File: src/verilog/rvcore_defines.svh
// shared widths, reset address and major opcodes for the rv64i core and its testbench
`ifndef RVCORE_DEFINES_SVH
`define RVCORE_DEFINES_SVH

// data path
`define CPU_WIDTH       64              // xlen of the core
`define REG_ADDR_WIDTH  5               // 32 architectural registers

// first fetch after reset
`define RESET_PC        64'h8000_0000

// major opcodes, inst[6:0]
`define OPC_OP          7'b0110011      // register-register alu
`define OPC_OP_IMM      7'b0010011      // register-immediate alu
`define OPC_LUI         7'b0110111
`define OPC_AUIPC       7'b0010111
`define OPC_JAL         7'b1101111
`define OPC_JALR        7'b1100111
`define OPC_BRANCH      7'b1100011      // conditional branches

`endif

File: src/verilog/rvcore_pkg.sv
// types shared by the core modules, referenced as rvcore_pkg::name
`default_nettype none

`include "rvcore_defines.svh"

package rvcore_pkg;

    typedef logic [`CPU_WIDTH-1:0]      xlen_t;      // register or pc value
    typedef logic [`REG_ADDR_WIDTH-1:0] reg_addr_t;  // register index
    typedef logic [31:0]                inst_t;      // raw instruction word

    typedef enum logic [2:0] {
        ALU_ADD, ALU_SUB, ALU_AND, ALU_OR, ALU_XOR, ALU_SLT, ALU_SLTU
    } alu_op_e;

    typedef enum logic [2:0] {
        IMM_I, IMM_S, IMM_B, IMM_U, IMM_J
    } imm_type_e;

    typedef enum logic [0:0] {SRC1_REG, SRC1_PC} src1_sel_e;
    typedef enum logic [1:0] {SRC2_REG, SRC2_IMM, SRC2_FOUR} src2_sel_e;

    typedef enum logic [2:0] {
        BR_NONE, BR_EQ, BR_NE, BR_LT, BR_GE, BR_LTU, BR_GEU
    } br_cond_e;

    // decoded control for one instruction
    typedef struct packed {
        logic      reg_wen;
        reg_addr_t reg_waddr;
        reg_addr_t reg1_raddr;
        reg_addr_t reg2_raddr;
        alu_op_e   alu_op;
        src1_sel_e src1_sel;
        src2_sel_e src2_sel;
        imm_type_e imm_type;
        br_cond_e  br_cond;
        logic      jump;      // jal
        logic      jump_reg;  // jalr
    } ctrl_t;

    // one retired instruction as seen at the top level
    typedef struct packed {
        logic      valid;
        logic      reg_wen;
        reg_addr_t reg_waddr;
        xlen_t     reg_wdata;
    } commit_t;

endpackage

`default_nettype wire

File: src/verilog/reg_file.sv
// integer register file, two combinational reads and one write per clock edge
`timescale 1ns/10ps
`default_nettype none

module reg_file (
    input  logic                  clk,
    input  logic                  arst_n,
    input  logic                  wen,
    input  rvcore_pkg::reg_addr_t waddr,
    input  rvcore_pkg::xlen_t     wdata,
    input  rvcore_pkg::reg_addr_t raddr1,
    input  rvcore_pkg::reg_addr_t raddr2,
    output rvcore_pkg::xlen_t     rdata1,
    output rvcore_pkg::xlen_t     rdata2
);

    rvcore_pkg::xlen_t regs [1:31];  // x0 has no storage

    always_ff @(posedge clk or negedge arst_n) begin
        if (!arst_n) begin
            for (int i = 1; i < 32; i++) begin
                regs[i] <= '0;
            end
        end else if (wen && (waddr != '0)) begin
            regs[waddr] <= wdata;
        end
    end

    always_comb begin
        if (raddr1 == '0) begin
            rdata1 = '0;  // x0 reads as zero
        end else begin
            rdata1 = regs[raddr1];
        end
    end

    always_comb begin
        if (raddr2 == '0) begin
            rdata2 = '0;
        end else begin
            rdata2 = regs[raddr2];
        end
    end

endmodule

`default_nettype wire

File: config.mk
export PLATFORM = sky130hd
export DESIGN_NAME = reg_file
export DESIGN_NICKNAME = d
export VERILOG_FILES = /design/src/verilog/rvcore_pkg.sv /design/src/verilog/reg_file.sv
export VERILOG_INCLUDE_DIRS = /design/src /design/src/verilog
export SDC_FILE = /design/constraint.sdc
export NUM_CORES = 2
export LEC_CHECK = 0
export BUFFER_PORTS_ARGS = -buffer_cell sky130_fd_sc_hd__buf_2
export CORE_UTILIZATION = 47
export CTS_CLUSTER_SIZE = 24
export DETAILED_ROUTE_END_ITERATION = 8
export PLACE_DENSITY = 0.72
export SETUP_SLACK_MARGIN = 0.3
export SLEW_MARGIN = 0
export SYNTH_ARGS = -nofsm -noshare
export SYNTH_HDL_FRONTEND = slang
export SYNTH_SLANG_ARGS = --single-unit
File: constraint.sdc
create_clock -name clk -period 4 [get_ports clk]
set_input_delay 0.2 -clock clk [delete_from_list [all_inputs] [get_ports clk]]
set_output_delay 0.2 -clock clk [all_outputs]
set_load 0.1 [all_outputs]
# --- Word level (Yosys, flattened, before mapping) ---
# Cells that the tools add are included.
totals:
  register_bits: 1984
  output_inout_bits: 128
op_classes:
  magnitude_cmp: 4
  muxes: 11
  n_bitwise: 3
  reduce_logical: 5
ops:
  columns: ["op", "count"]
  rows:
  - ["1984-bit bitwise mux", 1]
  - ["64-bit binary-select mux with 5-bit select", 2]
  - ["64-bit 2-to-1 mux", 7]
  - ["64-bit demux with 5-bit select", 1]
  - ["6-bit greater-or-equal comparator (second input constant)", 3]
  - ["5-bit inverter with 6-bit output", 3]
  - ["5-bit logical NOT", 2]
  - ["6-bit by 1-bit less-than comparator with 1-bit output (second input constant)", 1]
  - ["5-bit nonzero test", 1]
  - ["1-bit logical AND", 2]

# --- Logic depth before layout (Yosys ltp) ---
logic_depth:
  ltp_word: 6
  ltp_mapped: 9
  mapped_depth_nobuf: 4

# --- Worst setup path after synthesis ---
# OpenSTA, ideal clock, no wires.
synth_path:
  path_kind: "input port to output port"
  start: "input port raddr1[1]"
  end: "output port rdata1[13]"
  arrival_ns: 4.271
  required_ns: 3.800
  path_slack_ns: -0.471
  cell_stages: 8
  path_buffers: 4
  cell_sequence: "buf_2 -> buf_2 -> or2_2 -> buf_2 -> clkbuf_1 -> o22ai_1 -> nor3_1 -> nor4_1"
synth_between:
  elab_chain_cells: 5
  word_cells_on_any_way: 6
  classes_between: "mux: 4; bitwise: 1; reduce/logical: 1"
synth_rtl:
  columns: ["element", "line_no", "text"]
  rows:
  - ["start, declared", "reg_file.sv:11", "input rvcore_pkg::reg_addr_t raddr1,"]
  - ["5-bit inverter with 6-bit output (implied by the code)", "reg_file.sv:33", "rdata1 = regs[raddr1];"]
  - ["64-bit binary-select mux with 5-bit select", "reg_file.sv:33", null]
  - ["64-bit 2-to-1 mux (implied by the code) (2 in a row)", "reg_file.sv:33", null]
  - ["64-bit 2-to-1 mux (*)", "reg_file.sv:30", "if (raddr1 == '0) begin"]
  - ["end, declared", "reg_file.sv:13", "output rvcore_pkg::xlen_t rdata1,"]
# Mark *: on every way between the ends. The rest lies on a longest branch, timed or not. The select of a mux whose other input is x is not followed.

# --- Worst setup path in the final report ---
layout_path:
  start: "input port raddr1[0]"
  end: "output port rdata1[31]"
# The elaborated chain is that of the path after synthesis.

==> impl_results.rst <==
.. list-table::
   :header-rows: 1

   * - Metric
     - Value
   * - Overall via count from detail_route
     - 75810
   * - Mean area per synthesized cell
     - 13.13 um2
   * - Floorplan die height
     - 476.7 um
   * - Core Footprint
     - 223200 um2
   * - Worst min-delay path endpoint
     - regs[1434]
   * - Final worst slack
     - 559.7 ps
   * - Register-to-register path setup slack
     - 3160 ps
   * - Clock-pin slew on the worst setup and hold paths
     - 60 ps
   * - Post-route fraction of the period consumed by the critical path
     - 86.01%
   * - Number of pins exceeding their max-slew limit in the final report
     - 0
   * - Wire length of the first global-routing pass
     - 527500 um
   * - Number of standard-cell rows in the floorplan
     - 173
   * - Port bufs
     - 209
   * - Number of setup violations in the final report
     - 0
   * - Number of antenna violations at the first check in global routing
     - 25
   * - Root buffer selected by CTS
     - sky130_fd_sc_hd__clkbuf_16
   * - Peak supply drop
     - 0.5445 mV
   * - Minimum period implied by the final worst setup slack
     - 3440 ps
   * - DIE AREA
     - 227300 um2
   * - Terminus of the critical flop-to-flop path
     - regs[712]
   * - Worst hold path stage count
     - 2
   * - Mapped Nets
     - 8148
   * - Reg2reg path depth
     - 1
   * - Register area share after synthesis
     - 46.87%
   * - Worst min-delay path class
     - in -> reg
   * - # H-tree levels
     - 4
   * - Die width
     - 476.7 um
   * - Final ANT Viol Nets
     - 0
   * - Worst Setup End Kind
     - output pin
   * - Largest clock skew in the final design
     - 0 ps
   * - Area added between synthesis and finish
     - 13.79%
   * - Run status
     - complete, no violations
   * - Count of distinct cell types in the synthesized netlist
     - 34
   * - Most common library cell in the layout ignoring fill and taps
     - sky130_fd_sc_hd__mux2_2
   * - Maximum clock insertion buffer count
     - 3
   * - Synthesis-stage register bit count
     - 1984
   * - Buffer and inverter count on the worst path
     - 5
   * - Sinks on the clock net
     - 1984
   * - Drc violations
     - 0
   * - TritonCTS buffer count
     - 202
   * - Overflow left after global routing
     - 0
   * - Biggest register
     - regs
   * - RSZ-0062 raised after global routing
     - false
   * - Highest cell delay on the worst timing path
     - 860 ps
   * - Hold Fails Final Rpt
     - 0
   * - Max reg flops
     - 1984
   * - Kind of cell adding the most delay to the critical path
     - buffers and inverters
   * - Net total in the final layout
     - 8054
   * - Count of boundary I/O pins
     - 210
   * - CTS tree
     - yes
   * - HPWL after detailed placement
     - 216200 um
   * - Sum of negative setup slack
     - 0 ps
   * - Worst-Skew Late Latency
     - 860 ps
   * - Largest fanout of any net on the critical path
     - 45
   * - Required time at the endpoint of the critical path
     - 3800 ps
   * - Cell-by-cell listing of the critical path
     - buf_8, buf_12, buf_4, mux4_2, a22o_1, a31oi_1, nor3_2, buf_4, buf_12
   * - Number of global-route vias before repair
     - 77280
   * - Final RePlAce weighted congestion
     - 0.8766
   * - Maximum clock frequency
     - 290.7 MHz
   * - Type of origin of the critical path
     - input port
   * - Global router's overall resource usage
     - 30.88%
   * - Startpoint of the most critical register-to-register path
     - regs[712]
   * - Most used cells in the layout excluding fill and tap cells
     - sky130_fd_sc_hd__mux2_2, sky130_fd_sc_hd__dfrtp_1, sky130_fd_sc_hd__mux2i_1, sky130_fd_sc_hd__o22ai_1, sky130_fd_sc_hd__nor3_1
   * - Arrival time of data at the critical path endpoint
     - 3240 ps
   * - Layout cell share with drive strength beyond 1
     - 41.23%
   * - Yosys warning count
     - 0
   * - Total detailed-routing wirelength
     - 356700 um
   * - Headroom to the max-slew limit
     - 4.248%
   * - Startpoint of the worst hold path
     - wdata[26]
   * - Cell area after synthesis
     - 105900 um2
   * - Ratio of routed vias to standard cells
     - 6.805
   * - Worst slack, placed
     - 648.6 ps
   * - Max-cap violations
     - 0
   * - Pleak
     - 54.12 nW
   * - Total power per unit cell area
     - 510.8 nW/um2
   * - Maximum number of pins on one net before global-route repair
     - 129
   * - Violation count after the first detailed-route iteration
     - 8396
   * - Wire per inst
     - 32.02 um
   * - First-pass detailed-route iteration total
     - 6
   * - Top flop regs
     - regs: 1984 flops
   * - Worst-Margin Slew
     - 1424 ps
   * - Kind of critical path
     - in -> out
   * - Effective utilization at floorplan
     - 47.46%
   * - Critical Path Slowest Stage Cell
     - sky130_fd_sc_hd__nor3_2
   * - Instance count of the mapped netlist
     - 8066
   * - Count of filler cells inserted in the layout
     - 18000
## final cells by class
| type | count | area (um2) | share of cell area (%) |
|---|---|---|---|
| multi-input cells | 5215 | 53460 | 44.35 |
| flip-flops and latches | 1984 | 49650 | 41.19 |
| repair buffers | 569 | 6491 | 5.385 |
| clock buffers | 292 | 6058 | 5.026 |
| well taps | 2975 | 3722 | 3.088 |
| clock inverters | 80 | 1092 | 0.9062 |
| diodes | 25 | 62.56 | 0.05190 |
## where the power goes
part           internal [mW]  switching (mW)
Clock                   12.0            8.33
Sequential              24.0            3.07
Combinational           7.00            7.12
## logic make-up (layout without fill, tap and decap cells)
logic type | after synthesis | count (layout) | synth area share (%)
AO/OA/AOI/OAI | 1024 | 1024 | 6.766
AND/OR/NAND/NOR | 543 | 543 | 2.792
buffers and inverters | 867 | 941 | 3.577
multiplexers | 3648 | 3648 | 39.99
other | 0 | 25 | 0
flip-flops | 1984 | 1984 | 46.87
## cell usage after synthesis
library cell,number,share of area (%)
sky130_fd_sc_hd__a31oi_1,48,0.28
sky130_fd_sc_hd__mux2i_1,1280,12
sky130_fd_sc_hd__a21oi_1,80,0.38
sky130_fd_sc_hd__mux4_2,256,5.4
sky130_fd_sc_hd__or3_1,1,0.0059
sky130_fd_sc_hd__a211oi_1,80,0.57
sky130_fd_sc_hd__dfrtp_1,1984,47
sky130_fd_sc_hd__nand2b_1,11,0.065
sky130_fd_sc_hd__nor4_1,80,0.47
sky130_fd_sc_hd__mux2_1,21,0.22
sky130_fd_sc_hd__buf_2,321,1.5
sky130_fd_sc_hd__clkbuf_2,1,0.0047
sky130_fd_sc_hd__o22ai_1,512,3.0
sky130_fd_sc_hd__and3_1,3,0.018
sky130_fd_sc_hd__nand2_1,19,0.067
sky130_fd_sc_hd__and2_1,3,0.018
sky130_fd_sc_hd__buf_1,45,0.16
sky130_fd_sc_hd__a22o_1,48,0.40
sky130_fd_sc_hd__buf_4,31,0.22
sky130_fd_sc_hd__nor2b_1,91,0.54
sky130_fd_sc_hd__nor3_1,307,1.5
sky130_fd_sc_hd__nand4_1,1,0.0059
sky130_fd_sc_hd__nand3_1,4,0.019
sky130_fd_sc_hd__mux2_2,2091,22
sky130_fd_sc_hd__buf_6,2,0.021
sky130_fd_sc_hd__clkbuf_1,467,1.7
sky130_fd_sc_hd__or2_2,5,0.030
sky130_fd_sc_hd__a22oi_1,128,0.91
sky130_fd_sc_hd__nand4b_1,1,0.0083
sky130_fd_sc_hd__nor3b_1,2,0.014
sky130_fd_sc_hd__nor2_1,4,0.014
sky130_fd_sc_hd__nor2_2,10,0.059
sky130_fd_sc_hd__a221o_1,128,1.2
sky130_fd_sc_hd__and3b_1,1,0.0083
## repair_timing
action	CTS	global route
resized for setup	0	0
hold buffers	64	0
buffers inserted	0	0
hold endpoints to repair	2126	0
## routing by layer
metal  global-route usage, %  vias up  wire length (um)
li1                        -    30670                 -
met1                   39.58    39960            137700
met2                   48.66     4048            166000
met3                   5.939     1125             29900
met4                   18.38        6             23080
met5                       0        -                41
## worst max-delay path by stage
stage                     from         end  slack, ps  cells past startpoint
floorplan            raddr1[1]  rdata1[54]        360                      8
global placement     raddr2[0]  rdata2[44]        690                      9
detailed placement   raddr1[0]  rdata1[31]        650                      9
CTS                 regs[1629]  rdata2[29]        620                      5
global route         raddr1[0]  rdata1[31]        540                      9
finish               raddr1[0]  rdata1[31]        560                      9
## stage by stage
step	cells	utilization, %	total power, mW	hold slack (ps)	instance area [um2]
floorplan	8066	-	36.62	-95.59	106500
global placement	10680	50.48	40.38	259.0	112700
detailed placement	10680	50.48	41.14	265.5	112700
CTS	11120	53.98	61.45	2.833	120500
global route	11130	54.00	63.76	55.19	120500
finish	11140	54.01	61.56	55.63	120500
Note: power is estimated with default switching activity, not from simulation.
