### config.mk
export PLATFORM = sky130hd
export DESIGN_NAME = inst_decoder
export DESIGN_NICKNAME = d
export VERILOG_FILES = /design/src/verilog/rvcore_pkg.sv /design/src/verilog/inst_decoder.sv
export VERILOG_INCLUDE_DIRS = /design/src /design/src/verilog
export SDC_FILE = /design/constraint.sdc
export NUM_CORES = 1
export LEC_CHECK = 0
export BUFFER_PORTS_ARGS = -buffer_cell sky130_fd_sc_hd__buf_2
export CORE_MARGIN = 2
export CORE_UTILIZATION = 35
export DETAILED_ROUTE_END_ITERATION = 12
export GPL_TIMING_DRIVEN = 0
export MAX_ROUTING_LAYER = met4
export PLACE_DENSITY = 0.82
export SETUP_SLACK_MARGIN = 0.4
export SLEW_MARGIN = 10
export SYNTH_ARGS = -nofsm -noshare
export SYNTH_HDL_FRONTEND = slang
export SYNTH_SLANG_ARGS = --single-unit
### constraint.sdc
create_clock -name vclk -period 5
set_input_delay 1.5 -clock vclk [all_inputs]
set_output_delay 1.5 -clock vclk [all_outputs]
set_load 0.02 [all_outputs]
### src/verilog/rvcore_defines.svh
// shared widths, reset address and major opcodes for the rv64i core and its testbench
`ifndef RVCORE_DEFINES_SVH
`define RVCORE_DEFINES_SVH

// data path
`define CPU_WIDTH       64              // xlen of the core
`define REG_ADDR_WIDTH  5               // 32 architectural registers

// first fetch after reset
`define RESET_PC        64'h8000_0000

// major opcodes, inst[6:0]
`define OPC_OP          7'b0110011      // register-register alu
`define OPC_OP_IMM      7'b0010011      // register-immediate alu
`define OPC_LUI         7'b0110111
`define OPC_AUIPC       7'b0010111
`define OPC_JAL         7'b1101111
`define OPC_JALR        7'b1100111
`define OPC_BRANCH      7'b1100011      // conditional branches

`endif

### src/verilog/rvcore_pkg.sv
// types shared by the core modules, referenced as rvcore_pkg::name
`default_nettype none

`include "rvcore_defines.svh"

package rvcore_pkg;

    typedef logic [`CPU_WIDTH-1:0]      xlen_t;      // register or pc value
    typedef logic [`REG_ADDR_WIDTH-1:0] reg_addr_t;  // register index
    typedef logic [31:0]                inst_t;      // raw instruction word

    typedef enum logic [2:0] {
        ALU_ADD, ALU_SUB, ALU_AND, ALU_OR, ALU_XOR, ALU_SLT, ALU_SLTU
    } alu_op_e;

    typedef enum logic [2:0] {
        IMM_I, IMM_S, IMM_B, IMM_U, IMM_J
    } imm_type_e;

    typedef enum logic [0:0] {SRC1_REG, SRC1_PC} src1_sel_e;
    typedef enum logic [1:0] {SRC2_REG, SRC2_IMM, SRC2_FOUR} src2_sel_e;

    typedef enum logic [2:0] {
        BR_NONE, BR_EQ, BR_NE, BR_LT, BR_GE, BR_LTU, BR_GEU
    } br_cond_e;

    // decoded control for one instruction
    typedef struct packed {
        logic      reg_wen;
        reg_addr_t reg_waddr;
        reg_addr_t reg1_raddr;
        reg_addr_t reg2_raddr;
        alu_op_e   alu_op;
        src1_sel_e src1_sel;
        src2_sel_e src2_sel;
        imm_type_e imm_type;
        br_cond_e  br_cond;
        logic      jump;      // jal
        logic      jump_reg;  // jalr
    } ctrl_t;

    // one retired instruction as seen at the top level
    typedef struct packed {
        logic      valid;
        logic      reg_wen;
        reg_addr_t reg_waddr;
        xlen_t     reg_wdata;
    } commit_t;

endpackage

`default_nettype wire

### src/verilog/inst_decoder.sv
// rv64i decoder producing the control word and the sign-extended immediate
`timescale 1ns/10ps
`default_nettype none

`include "rvcore_defines.svh"

module inst_decoder (
    input  rvcore_pkg::inst_t inst,
    output rvcore_pkg::ctrl_t ctrl,
    output rvcore_pkg::xlen_t imm,
    output logic              unknown_code
);

    logic [6:0]            opcode;
    logic [2:0]            funct3;
    logic [6:0]            funct7;
    rvcore_pkg::reg_addr_t rd;
    logic                  writes_rd;  // class has a destination register

    assign opcode = inst[6:0];
    assign funct3 = inst[14:12];
    assign funct7 = inst[31:25];
    assign rd     = inst[11:7];

    always_comb begin
        ctrl.reg_waddr  = rd;
        ctrl.reg1_raddr = inst[19:15];
        ctrl.reg2_raddr = inst[24:20];
        ctrl.alu_op     = rvcore_pkg::ALU_ADD;
        ctrl.src1_sel   = rvcore_pkg::SRC1_REG;
        ctrl.src2_sel   = rvcore_pkg::SRC2_REG;
        ctrl.imm_type   = rvcore_pkg::IMM_I;
        ctrl.br_cond    = rvcore_pkg::BR_NONE;
        ctrl.jump       = 1'b0;
        ctrl.jump_reg   = 1'b0;
        writes_rd       = 1'b0;
        unknown_code    = 1'b0;

        case (opcode)
            `OPC_OP: begin
                writes_rd = 1'b1;
                case ({funct7, funct3})
                    10'b0000000_000: ctrl.alu_op = rvcore_pkg::ALU_ADD;
                    10'b0100000_000: ctrl.alu_op = rvcore_pkg::ALU_SUB;
                    10'b0000000_010: ctrl.alu_op = rvcore_pkg::ALU_SLT;
                    10'b0000000_011: ctrl.alu_op = rvcore_pkg::ALU_SLTU;
                    10'b0000000_100: ctrl.alu_op = rvcore_pkg::ALU_XOR;
                    10'b0000000_110: ctrl.alu_op = rvcore_pkg::ALU_OR;
                    10'b0000000_111: ctrl.alu_op = rvcore_pkg::ALU_AND;
                    default:         unknown_code = 1'b1;  // shifts and m-extension
                endcase
            end
            `OPC_OP_IMM: begin
                writes_rd     = 1'b1;
                ctrl.src2_sel = rvcore_pkg::SRC2_IMM;
                case (funct3)
                    3'b000:  ctrl.alu_op = rvcore_pkg::ALU_ADD;
                    3'b010:  ctrl.alu_op = rvcore_pkg::ALU_SLT;
                    3'b011:  ctrl.alu_op = rvcore_pkg::ALU_SLTU;
                    3'b100:  ctrl.alu_op = rvcore_pkg::ALU_XOR;
                    3'b110:  ctrl.alu_op = rvcore_pkg::ALU_OR;
                    3'b111:  ctrl.alu_op = rvcore_pkg::ALU_AND;
                    default: unknown_code = 1'b1;  // slli, srli, srai
                endcase
            end
            `OPC_LUI: begin
                writes_rd       = 1'b1;
                ctrl.reg1_raddr = '0;  // x0 as the zero operand
                ctrl.src2_sel   = rvcore_pkg::SRC2_IMM;
                ctrl.imm_type   = rvcore_pkg::IMM_U;
            end
            `OPC_AUIPC: begin
                writes_rd     = 1'b1;
                ctrl.src1_sel = rvcore_pkg::SRC1_PC;
                ctrl.src2_sel = rvcore_pkg::SRC2_IMM;
                ctrl.imm_type = rvcore_pkg::IMM_U;
            end
            `OPC_JAL: begin
                writes_rd     = 1'b1;
                ctrl.src1_sel = rvcore_pkg::SRC1_PC;
                ctrl.src2_sel = rvcore_pkg::SRC2_FOUR;  // link value
                ctrl.imm_type = rvcore_pkg::IMM_J;
                ctrl.jump     = 1'b1;
            end
            `OPC_JALR: begin
                if (funct3 == 3'b000) begin
                    writes_rd     = 1'b1;
                    ctrl.src1_sel = rvcore_pkg::SRC1_PC;
                    ctrl.src2_sel = rvcore_pkg::SRC2_FOUR;
                    ctrl.jump_reg = 1'b1;
                end else begin
                    unknown_code = 1'b1;
                end
            end
            `OPC_BRANCH: begin
                ctrl.imm_type = rvcore_pkg::IMM_B;
                case (funct3)
                    3'b000:  ctrl.br_cond = rvcore_pkg::BR_EQ;
                    3'b001:  ctrl.br_cond = rvcore_pkg::BR_NE;
                    3'b100:  ctrl.br_cond = rvcore_pkg::BR_LT;
                    3'b101:  ctrl.br_cond = rvcore_pkg::BR_GE;
                    3'b110:  ctrl.br_cond = rvcore_pkg::BR_LTU;
                    3'b111:  ctrl.br_cond = rvcore_pkg::BR_GEU;
                    default: unknown_code = 1'b1;
                endcase
            end
            default: unknown_code = 1'b1;  // loads, stores, system, w-forms
        endcase

        // x0 writes and unknown codes retire without a register write
        ctrl.reg_wen = writes_rd && (rd != '0) && !unknown_code;
    end

    always_comb begin
        case (ctrl.imm_type)
            rvcore_pkg::IMM_B: imm = {{(`CPU_WIDTH-12){inst[31]}}, inst[7], inst[30:25],
                                      inst[11:8], 1'b0};
            rvcore_pkg::IMM_U: imm = {{(`CPU_WIDTH-32){inst[31]}}, inst[31:12], 12'b0};
            rvcore_pkg::IMM_J: imm = {{(`CPU_WIDTH-20){inst[31]}}, inst[19:12], inst[20],
                                      inst[30:21], 1'b0};
            default:           imm = {{(`CPU_WIDTH-12){inst[31]}}, inst[31:20]};  // I type
        endcase
    end

endmodule

`default_nettype wire

== Word-level counts from Yosys, hierarchy flattened ==
Index checks and enable logic that the tools add are counted.

* Mux-type cells: 20
* Reduce and logical (&&, ||, !) cells: 14
* Equality and inequality tests: 23

{| class="wikitable"
|+ Operator list
! cell !! count
|-
| 31-bit case mux with 3 select lines || 1
|-
| 3-bit case mux with 6 select lines || 2
|-
| 10-bit by 3-bit == test with 1-bit output (second input constant) || 3
|-
| 7-bit == test (second input constant) || 3
|-
| 10-bit by 2-bit == test with 1-bit output (second input constant) || 2
|-
| 3-bit == test (second input constant) || 5
|-
| 3-bit case mux with 5 select lines || 1
|-
| 7-bit by 5-bit == test with 1-bit output (second input constant) || 2
|-
| 7-bit by 6-bit == test with 1-bit output (second input constant) || 2
|-
| 3-bit by 2-bit == test with 1-bit output (second input constant) || 4
|-
| 6-bit OR reduction || 2
|-
| 10-bit by 9-bit == test with 1-bit output (second input constant) || 1
|-
| 10-bit logical NOT || 1
|-
| 3-bit case mux with 3 select lines || 1
|-
| 1-bit two-way mux || 7
|-
| 7-bit OR reduction || 1
|-
| 3-bit two-way mux || 2
|-
| 2-bit case mux with 3 select lines || 1
|-
| 3-bit case mux with 2 select lines || 1
|-
| 3-bit OR reduction || 2
|-
| 5-bit two-way mux || 1
|-
| 1-bit case mux with 5 select lines || 1
|-
| 5-bit nonzero test || 1
|-
| 5-bit OR reduction || 1
|-
| 6 further kinds || 9
|}

* Word-level logic and storage cells: 57
* Flip-flop bits (word level): 0
* Input port bits: 32
* Output and inout port bits: 95

== Logic depth before layout (Yosys ltp) ==
* Depth after elaboration: 6
* Depth in mapped cells: 7
* Gate-level depth less buffers: 5

== Worst setup path before layout ==
OpenSTA, ideal clock, no wires.

* Path kind: input port to output port
* From: in inst[14]
* To: out ctrl[29] (netlist name)
* Cell stages on the path: 5
* Arrival: 2817 ps
* Setup slack: 683 ps
* Cell sequence: buf_2 -> or3_4 -> a211oi_4 -> o22a_1 -> and3_1

{| class="wikitable"
|+ RTL lines
! element !! RTL line !! text
|-
| start, declared || inst_decoder.sv:8 || <nowiki>input rvcore_pkg::inst_t inst,</nowiki>
|-
| end, declared || inst_decoder.sv:9 || <nowiki>output rvcore_pkg::ctrl_t ctrl,</nowiki>
|}

==> out/metrics.cfg <==
[final_layout]
antennaDiodeCount = 0
fillCellCount = 311
stdcell_count = 333
nClkBuffers = 0
nets = 323
multi_input_area_um2 = 750.7
area_growth_pct = 60.92
drive_gt1_frac = 0.6713
register_area_um2 = 0
seq_cells = 0

[floorplan]
fp-row-count = 20
dieWidth_um = 61.07
fp.dieH_um = 61.07
initial_core_util = 0.3703
core-area_mm2 = 0.003078
io_pins = 127
dieArea_mm2 = 0.003729

[routing]
vias = 1520
via_per_inst = 4.565
first_iter_violations = 55
post_drt_wl_per_cell_um = 11.40
ant_nets = 0
drcViolationCount = 0
routed_wl_um = 3796
first_pass_iters = 4

[min_path]
min_path_type = input port to primary output

[sta]
fmax_mhz = 228.6
max_slew.worst_pin.slew_ns = 0.4827
hold_violations = 0
drv_slew = 0
hold_ws_ns = 3.300
rsz0062_at_grt = false
setup_tns_ns = 0
maxSlewHeadroom = 0.6755
setup_viol_count_final = 0
period_share = 0.8748
min_period_ns = 4.374

[synthesis]
syn_avg_cell_area_um2 = 6.867
ys_warn_count = 0
synth_top_cells_by_area = buf_4, a21o_1, and2_1
synth_top_area_share = 0.2898
synthTopCellsByCount = buf_4, a21o_1, nand2_1, and2_1, nor2_1
yosysMostFrequentCell = buf_4
seq_area_frac_synth = 0
synth_top_area_cell = buf_4
synth_nets = 198
netlist_instances = 166
syn_area_mm2 = 0.001140
ys_types = 43

[run_status]
status = completed

[critical_path]
critPathKind = input port to primary output
arrival_ns = 2.87
cp.required_ns = 3.50
startpoint = inst[31]
critPathMaxFanout = 35
endpoint_kind = primary output
endpoint = ctrl[29]
start_kind = input port

[place]
dp_hpwl_um = 3213
globalplace.congestion = 0.8926
portBuffers = 123
placed_cells = 333

[pwr]
ir_drop_mv = 0.06309
power_w = 0.0001732
p_leak_nw = 1.136
power_density_mw_per_mm2 = 94.40

[clocking]
postCtsSetupRepairBufs = 0
cts_hold_buf = 0

[grt]
grt_max_degree = 36
grt_pass1_vias = 1296
grt_overflow = 0
track_usage = 0.1915
grt_pass1_wl_um = 5561
antenna_found_initial = 0

[job]
max_cap_viol_count = 0

## per-layer routing
metal,part of all wire,GRT usage,routed length [µm]
met3,0.069,0.004202,261
met4,0,0,0
met2,0.50,0.3435,1899
met1,0.43,0.2557,1634
met5,0,-,0
## final cells by class
class,instances,area share
inverter,8,0.01637
buffer,53,0.2074
multi-input combinational,105,0.4093
timing repair buffer,123,0.3370
tap,44,0.03001
## where the power goes
part           total [W]  switching, W  internal (W)
Combinational   0.000173      0.000100     0.0000727
Sequential             0             0             0
Clock                  0             0             0
Total           0.000173      0.000100     0.0000727
## cells by family (layout without fill, tap and decap cells)
group / Yosys count / count (layout) / share of synthesized area
XOR/XNOR: 1 / 1 / 0.007685
buffers and inverters: 61 / 184 / 0.3600
AO/OA/AOI/OAI: 38 / 38 / 0.2679
AND/OR/NAND/NOR: 66 / 66 / 0.3644
## layout by cell type (no fill, tap or decap), types with 2 or more instances in the layout
cell type | Yosys | final
inv_1 | 7 | 7
nor2_1 | 8 | 8
nand3_1 | 5 | 5
nor3b_2 | 2 | 2
buf_4 | 44 | 44
nor4_1 | 2 | 2
a21o_2 | 3 | 3
nor3_2 | 4 | 3
a21oi_1 | 2 | 2
or4_1 | 2 | 2
o21ai_0 | 2 | 2
buf_2 | 7 | 129
nand2_1 | 16 | 16
and2_1 | 11 | 11
nor3_1 | 2 | 2
a21o_1 | 19 | 19
nand2b_1 | 3 | 3
## worst min-delay path by stage
stage | to | cells past startpoint | slack, ns | start
after floorplan | ctrl[14] | 1 | 3.11 | inst[20]
after global placement | ctrl[2] | 3 | 3.30 | inst[12]
after detailed placement | ctrl[2] | 3 | 3.30 | inst[12]
after CTS | ctrl[2] | 3 | 3.31 | inst[12]
after global routing | ctrl[2] | 3 | 3.31 | inst[12]
final | ctrl[2] | 3 | 3.30 | inst[12]
## timing repair
item,CTS,global route
endpoints found under the setup margin,1,5
pin swaps,0,1
gates resized for setup,2,2
## critical path: stages
cell	delay, ns
clkbuf_4	0.26
nor4_4	0.25
nand4_1	0.16
a311oi_2	0.34
and3_1	0.20
buf_2	0.16
## stage by stage
stage                 util  cell area (µm²)  setup slack (ns)
floorplan                -             1140            0.6831
global placement    0.5882             1810            0.3822
detailed placement  0.5882             1810            0.3263
CTS                 0.5931             1826            0.4449
global route        0.5959             1834            0.5231
finish              0.5959             1834            0.6261
Power figures use the tool's default switching activity.
